File: src/rtl/tri_pkg.sv
`default_nettype none

package tri_pkg;

	// **********************************************************************
	// widths fixed by the register map
	// **********************************************************************

	typedef logic [6:0]  lin_count_t;	// linear counter and its reload value
	typedef logic [10:0] period_t;		// frequency timer period
	typedef logic [4:0]  seq_phase_t;	// 32-step sequencer phase
	typedef logic [3:0]  tri_level_t;	// output level
	typedef logic [1:0]  reg_sel_t;		// channel register index

	// **********************************************************************
	// register indices, index 1 has no function on this channel
	// **********************************************************************

	localparam reg_sel_t REG_LINEAR    = 2'd0;
	localparam reg_sel_t REG_PERIOD_LO = 2'd2;
	localparam reg_sel_t REG_PERIOD_HI = 2'd3;

	// channel configuration, 19 bits
	typedef struct packed {
		logic       halt;		// control bit, also halts the length counter
		lin_count_t lin_reload;
		period_t    period;
	} tri_cfg_t;

endpackage

`default_nettype wire
File: src/rtl/tri_channel.sv
`timescale 1ns/1ps
`default_nettype none

module tri_channel (
	input  wire                 phi1,
	input  wire                 rst_n,
	input  wire                 wr,
	input  tri_pkg::reg_sel_t   reg_sel,
	input  wire [7:0]           data,
	input  wire                 lfo_tick,
	input  wire                 lock,
	input  wire                 length_zero,
	output tri_pkg::tri_level_t tri_out,
	output logic                length_halt
);

	import tri_pkg::*;

	// **********************************************************************
	// internal wires
	// **********************************************************************

	tri_cfg_t cfg;
	logic     reload_req;
	logic     reload_clr;
	logic     lin_active;
	logic     step;

	assign length_halt = cfg.halt;	// to the length counter

	// **********************************************************************
	// stages
	// **********************************************************************

	tri_reg_decode u_decode (
		.phi1       (phi1),
		.rst_n      (rst_n),
		.wr         (wr),
		.reg_sel    (reg_sel),
		.data       (data),
		.reload_clr (reload_clr),
		.cfg        (cfg),
		.reload_req (reload_req)
	);

	tri_linear_counter u_lin_cnt (
		.phi1       (phi1),
		.rst_n      (rst_n),
		.lfo_tick   (lfo_tick),
		.halt       (cfg.halt),
		.lin_reload (cfg.lin_reload),
		.reload_req (reload_req),
		.reload_clr (reload_clr),
		.lin_active (lin_active)
	);

	tri_freq_timer u_freq (
		.phi1   (phi1),
		.rst_n  (rst_n),
		.period (cfg.period),
		.step   (step)
	);

	tri_sequencer u_seq (
		.phi1        (phi1),
		.rst_n       (rst_n),
		.step        (step),
		.lin_active  (lin_active),
		.lock        (lock),
		.length_zero (length_zero),
		.tri_out     (tri_out)
	);

endmodule

`default_nettype wire

File: src/rtl/tri_sequencer.sv
`timescale 1ns/1ps
`default_nettype none

module tri_sequencer (
	input  wire                 phi1,
	input  wire                 rst_n,
	input  wire                 step,
	input  wire                 lin_active,
	input  wire                 lock,
	input  wire                 length_zero,
	output tri_pkg::tri_level_t tri_out
);

	import tri_pkg::*;

	seq_phase_t phase;
	logic       advance;

	// gated step
	assign advance = step & lin_active & ~lock & ~length_zero;

	always_ff @(posedge phi1 or negedge rst_n) begin
		if (!rst_n) begin
			phase <= '0;
		end else if (advance) begin
			phase <= phase + 1'b1;	// wraps after 32 steps
		end
	end

	// first half falls 15..0, second half rises 0..15
	assign tri_out = phase[4] ? phase[3:0] : ~phase[3:0];

	a_lock_hold: assert property (
		@(posedge phi1) disable iff (!rst_n)
		lock |=> $stable(phase)
	);

endmodule

`default_nettype wire

File: src/rtl/tri_freq_timer.sv
`timescale 1ns/1ps
`default_nettype none

module tri_freq_timer (
	input  wire              phi1,
	input  wire              rst_n,
	input  tri_pkg::period_t period,
	output logic             step
);

	import tri_pkg::*;

	period_t cnt;
	logic    cnt_zero;

	assign cnt_zero = (cnt == '0);

	// **********************************************************************
	// free-running divider, reloads from the period at zero
	// **********************************************************************

	always_ff @(posedge phi1 or negedge rst_n) begin
		if (!rst_n) begin
			cnt <= '0;
		end else if (cnt_zero) begin
			cnt <= period;
		end else begin
			cnt <= cnt - 1'b1;
		end
	end

	// one step per period+1 cycles
	always_ff @(posedge phi1 or negedge rst_n) begin
		if (!rst_n) begin
			step <= 1'b0;
		end else begin
			step <= cnt_zero;
		end
	end

	// back-to-back steps only with a zero period loaded
	a_step_single: assert property (
		@(posedge phi1) disable iff (!rst_n)
		(step && $past(period) != '0) |=> !step
	);

endmodule

`default_nettype wire

File: src/rtl/tri_linear_counter.sv
`timescale 1ns/1ps
`default_nettype none

module tri_linear_counter (
	input  wire                 phi1,
	input  wire                 rst_n,
	input  wire                 lfo_tick,
	input  wire                 halt,
	input  tri_pkg::lin_count_t lin_reload,
	input  wire                 reload_req,
	output logic                reload_clr,
	output logic                lin_active
);

	import tri_pkg::*;

	lin_count_t count;

	// **********************************************************************
	// quarter-frame counter
	// **********************************************************************

	always_ff @(posedge phi1 or negedge rst_n) begin
		if (!rst_n) begin
			count <= '0;
		end else if (lfo_tick) begin
			if (reload_req) begin
				count <= lin_reload;
			end else if (count != '0) begin
				count <= count - 1'b1;	// stops at zero
			end
		end
	end

	// with halt set the flag stays and the count reloads on every tick
	assign reload_clr = lfo_tick & ~halt;

	assign lin_active = (count != '0);	// note still sounding

	// no wrap below zero
	a_no_wrap: assert property (
		@(posedge phi1) disable iff (!rst_n)
		(count == '0 && !(lfo_tick && reload_req)) |=> (count != 7'd127)
	);

endmodule

`default_nettype wire

File: src/rtl/tri_reg_decode.sv
`timescale 1ns/1ps
`default_nettype none

module tri_reg_decode (
	input  wire               phi1,
	input  wire               rst_n,
	input  wire               wr,
	input  tri_pkg::reg_sel_t reg_sel,
	input  wire [7:0]         data,
	input  wire               reload_clr,
	output tri_pkg::tri_cfg_t cfg,
	output logic              reload_req
);

	import tri_pkg::*;

	logic wr_period_hi;

	assign wr_period_hi = wr && (reg_sel == REG_PERIOD_HI);

	// **********************************************************************
	// channel registers
	// **********************************************************************

	always_ff @(posedge phi1 or negedge rst_n) begin
		if (!rst_n) begin
			cfg <= '0;
		end else if (wr) begin
			case (reg_sel)
				REG_LINEAR: begin
					cfg.halt       <= data[7];
					cfg.lin_reload <= data[6:0];
				end
				REG_PERIOD_LO: begin
					cfg.period[7:0] <= data;
				end
				REG_PERIOD_HI: begin
					cfg.period[10:8] <= data[2:0];	// only 3 bits used
				end
				default: begin
				end
			endcase
		end
	end

	// set has priority over clear on the reload flag
	always_ff @(posedge phi1 or negedge rst_n) begin
		if (!rst_n) begin
			reload_req <= 1'b0;
		end else if (wr_period_hi) begin
			reload_req <= 1'b1;
		end else if (reload_clr) begin
			reload_req <= 1'b0;
		end
	end

	// **********************************************************************
	// checks
	// **********************************************************************

	// index 1 belongs to no register of this channel
	a_idx1_ignored: assert property (
		@(posedge phi1) disable iff (!rst_n)
		(wr && reg_sel == 2'd1) |=> $stable(cfg)
	);

endmodule

`default_nettype wire

File: config.mk
export PLATFORM = sky130hd
export DESIGN_NAME = tri_channel
export DESIGN_NICKNAME = d
export VERILOG_FILES = /design/src/rtl/tri_pkg.sv /design/src/rtl/tri_channel.sv /design/src/rtl/tri_sequencer.sv /design/src/rtl/tri_freq_timer.sv /design/src/rtl/tri_linear_counter.sv /design/src/rtl/tri_reg_decode.sv
export SDC_FILE = /design/constraint.sdc
export NUM_CORES = 1
export LEC_CHECK = 0
export ABC_AREA = 1
export BUFFER_PORTS_ARGS = -buffer_cell sky130_fd_sc_hd__clkbuf_2
export CAP_MARGIN = 40
export CORE_MARGIN = 4
export CORE_UTILIZATION = 50
export CTS_CLUSTER_SIZE = 24
export DETAILED_ROUTE_END_ITERATION = 10
export GPL_ROUTABILITY_DRIVEN = 0
export GPL_TIMING_DRIVEN = 1
export PLACE_DENSITY_LB_ADDON = 0.25
export SLEW_MARGIN = 10
export SYNTH_ARGS = -nofsm -noshare
export SYNTH_HDL_FRONTEND = slang
export SYNTH_SLANG_ARGS = --single-unit
File: constraint.sdc
create_clock -name phi1 -period 2.7 [get_ports phi1]
set_clock_uncertainty 0.05 [all_clocks]
set_input_delay 0.54 -clock phi1 [delete_from_list [all_inputs] [get_ports phi1]]
set_output_delay 0.54 -clock phi1 [all_outputs]
set_load 0.01 [all_outputs]
==> impl_summary.md <==
Status
The flow ran to the end, and the final reports show no timing, DRC or antenna violations.

Drt
The first-iteration detailed-routing DRC count is 58. Across all layers, the routed design uses 1775 vias. The routed wire length on met3 is 167 um. The remaining antenna violation count is 0. The number of design rule violations left after detail routing is 0. The average routed wire per standard cell is 11.9 um. The detailed-route wire length on metal 1 is 2000 um. Detailed routing placed a total of between 1500 and 2000 um of wire on met2. The final wirelength is 4220 um. The highest metal layer carrying signal wires in the routed design is met4. The first detailed-routing pass took 4 iterations. The via count normalized by instance count is 4.99.

Yosys
Sorting the synthesized cells by area gives the leading types as sky130_fd_sc_hd__dfrtp_1, sky130_fd_sc_hd__nand2_1, sky130_fd_sc_hd__o21ai_0. The share of the Yosys chip area taken by registers is 48.5%. In this run the cell area of the synthesized design comes to 0.00227 sq mm. The net count of the mapped netlist is 301.

The number of different library cells in the post-synthesis netlist is 25. In the synthesized netlist, the number of instances is 280. The share of Yosys cell area claimed by the top area cell type is 48.5%. The count of synthesis-stage warnings from yosys is 0. The synthesized design spends more area on one cell type than any other, namely sky130_fd_sc_hd__dfrtp_1. Synthesis inferred 44 register bits. A synthesized cell averages 8.11 sq um.

Setup path
The type of origin of the critical path is a flop. The cell count of the worst reg-to-reg path is 7. The setup slack of the worst register-to-register path is 1.02 ns.

The critical path in this run is classified as reg -> out. For the worst setup path, the data arrival time is ~1.1 ns. In this run the worst path has a maximum fanout of 6. The kind of end point of the critical path is an output pin. The required time reported for the critical path endpoint is 2.11 ns.

Clock network
After clock tree synthesis, the flow added hold-fix buffers numbering 0. TritonCTS built the clock tree. The clock insertion delay at the later pin of the skew report is 0.29 ns. Post-CTS timing repair inserted 0 buffers for setup. In this run, CTS created clock tree buffers numbering 5. Once the clock tree was built, the resizer swapped 0 gates to a different size. The H-tree was split into 2 levels. The root buffer cell is sky130_fd_sc_hd__clkbuf_8.

Clock tree synthesis found a total of between 40 and 50 sinks. The longest clock path from root to sink contains 2 buffers. Clock-pin slew was measured on the worst setup and hold paths at ~0.08 ns.

Global routing
The wire length of the first global-routing pass is 7290 um. The global router's overall resource usage is 16.9%. The via count of the first global-routing pass came to 1627. The maximum number of pins on one net before global-route repair is 24. The initial antenna violation count came to 0.

The total overflow left after global routing is 0.

Pwr
In this run the power density over the cells is a little under 900 mW/mm^2. The overall power is 2.26 mW. Summed over all cells, the static leakage comes to ~1.3 nW. The peak supply drop is 0.397 mV.

STA
The worst path uses 63.1% of the clock period. Across all setup checks in the final design, the least slack found is 0.996 ns. The worst hold margin is 0.187 ns. The final sum of negative setup slack is 0 ns. Setup repair after global routing left no endpoint under its margin. The number of pins exceeding their max-slew limit in the final report came to 0. The smallest clock period supported by the final layout is computed as 1.70 ns. Setup violations remaining at the end of the flow were counted as 0.

Based on the critical path, the design can be clocked at up to 587 MHz. The hold violation count in the final report came to 0. The relative max-transition margin is 60.4%. For the pin with the worst max-slew slack, the measured transition is 0.594 ns.

Final layout
The antenna diode count is 0. The final core utilization is 57.6%. The growth of design area from synthesis to finish is 11.2%. Summing all non-filler instances in the final layout gives an area of 0.00252 sq mm. Counting the fill cells in the layout gives 406. Leaving out filler cells and counting taps, the final layout contains 356. The layout cell share with drive strength beyond 1 is 14.1%. The net total in the final layout is 324.

Die
The die height is ~75 um. The initial utilization of the core area, before any placement, comes to 51.8%. The core region is 0.00438 sq mm. The die is 75.4 um wide. The number of placed I/O pins is 21.

In this run the core area contains 24 standard-cell rows. The total die area is between 0.005 and 0.006 sq mm.

Place
The post-place setup slack is about 1 ns. The detailed placement HPWL is 3280 um. In this run the cell area measured after placement is 0.00243 sq mm. In this run the tool buffered the top-level ports with 20 buffer cells. The number of placed instances, taps included, is about 350.

Job
The reported max-cap violation count is 0.

Hold path
In this run the worst hold path is classified as in -> async.
==> critical path, cell delays in order, from the launching register on <==
cell and delay (ns):
sky130_fd_sc_hd__dfrtp_1 0.49, sky130_fd_sc_hd__xnor2_1 0.19, sky130_fd_sc_hd__clkbuf_2 0.15
==> cell usage in the layout, fill, tap and decap left out, types with 5 or more instances in the layout <==
cell type,count
sky130_fd_sc_hd__clkbuf_8,6
sky130_fd_sc_hd__o21ai_0,35
sky130_fd_sc_hd__nand3_1,22
sky130_fd_sc_hd__clkbuf_2,20
sky130_fd_sc_hd__dfrtp_1,44
sky130_fd_sc_hd__inv_1,27
sky130_fd_sc_hd__xnor2_1,10
sky130_fd_sc_hd__nor2_1,17
sky130_fd_sc_hd__nand2_1,92
sky130_fd_sc_hd__ha_1,5
==> layer usage <==
metal  track usage, %  up-vias
met5                0        -
met4             6.41        0
met3             3.56        8
met2             27.1       30
met1             22.5      810
li1                 -      927
==> synthesized netlist by cell type <==
library cell,count
sky130_fd_sc_hd__nand2_1,92
sky130_fd_sc_hd__dfrtp_1,44
sky130_fd_sc_hd__o21ai_0,35
sky130_fd_sc_hd__inv_1,27
sky130_fd_sc_hd__nand3_1,22
sky130_fd_sc_hd__nor2_1,17
sky130_fd_sc_hd__xnor2_1,10
sky130_fd_sc_hd__ha_1,5
sky130_fd_sc_hd__clkbuf_1,3
sky130_fd_sc_hd__nor2_2,3
sky130_fd_sc_hd__nor2_4,3
sky130_fd_sc_hd__xor2_1,3
sky130_fd_sc_hd__nand2_2,2
sky130_fd_sc_hd__nand3_2,2
sky130_fd_sc_hd__nand3b_1,2
sky130_fd_sc_hd__a21oi_4,1
sky130_fd_sc_hd__and2_1,1
sky130_fd_sc_hd__buf_2,1
sky130_fd_sc_hd__buf_4,1
sky130_fd_sc_hd__inv_2,1
sky130_fd_sc_hd__nand4_1,1
sky130_fd_sc_hd__nor3_2,1
sky130_fd_sc_hd__nor3_4,1
sky130_fd_sc_hd__o21bai_1,1
sky130_fd_sc_hd__or2_2,1
==> flip-flops by register name, indices dropped and copies added (netlist names) <==
signal               count
u_lin_cnt.count          7
u_freq.cnt              11
u_freq.step              1
u_decode.reload_req      1
u_decode.cfg            19
u_seq.phase              5
==> worst paths after layout <==
check	startpoint	endpoint
setup / recovery	u_seq.phase[4]	tri_out[2]
hold / removal	rst_n	u_decode.cfg[9]
setup reg to reg	u_freq.cnt[0]	u_freq.cnt[9]
hold reg to reg	u_freq.cnt[0]	u_freq.cnt[0]
max in group asynchronous	rst_n	u_seq.phase[1]
min in group phi1	u_freq.cnt[0]	u_freq.cnt[0]
==> area by class of cell <==
cell class                 instances  area [sq um]  area share [%]
clock buffer                       7          86.3            3.42
clock inverter                     1          7.51           0.297
inverter                          28           105            4.16
multi-input combinational        203          1040            41.2
sequential                        44          1100            43.6
tap                               52          65.1            2.58
timing repair buffer              21           120            4.76
==> where the power goes <==
group          switching, mW  total (mW)  internal (mW)
sequential             0.207        1.06          0.849
combinational          0.455       0.772          0.317
clock                  0.222       0.430          0.208
total                  0.884        2.26           1.37
==> kinds of logic after synthesis <==
group / Yosys count / synth area share (%)
adders and majority gates: 5 / 2.76
and+or+nand+nor: 148 / 29.3
buffers and inverters: 33 / 5.68
DFF: 44 / 48.5
xor gates and xnor gates: 13 / 5.02
AOI/OAI and AO/OA: 37 / 8.77
No activity file was read; power rests on OpenSTA's default activity.
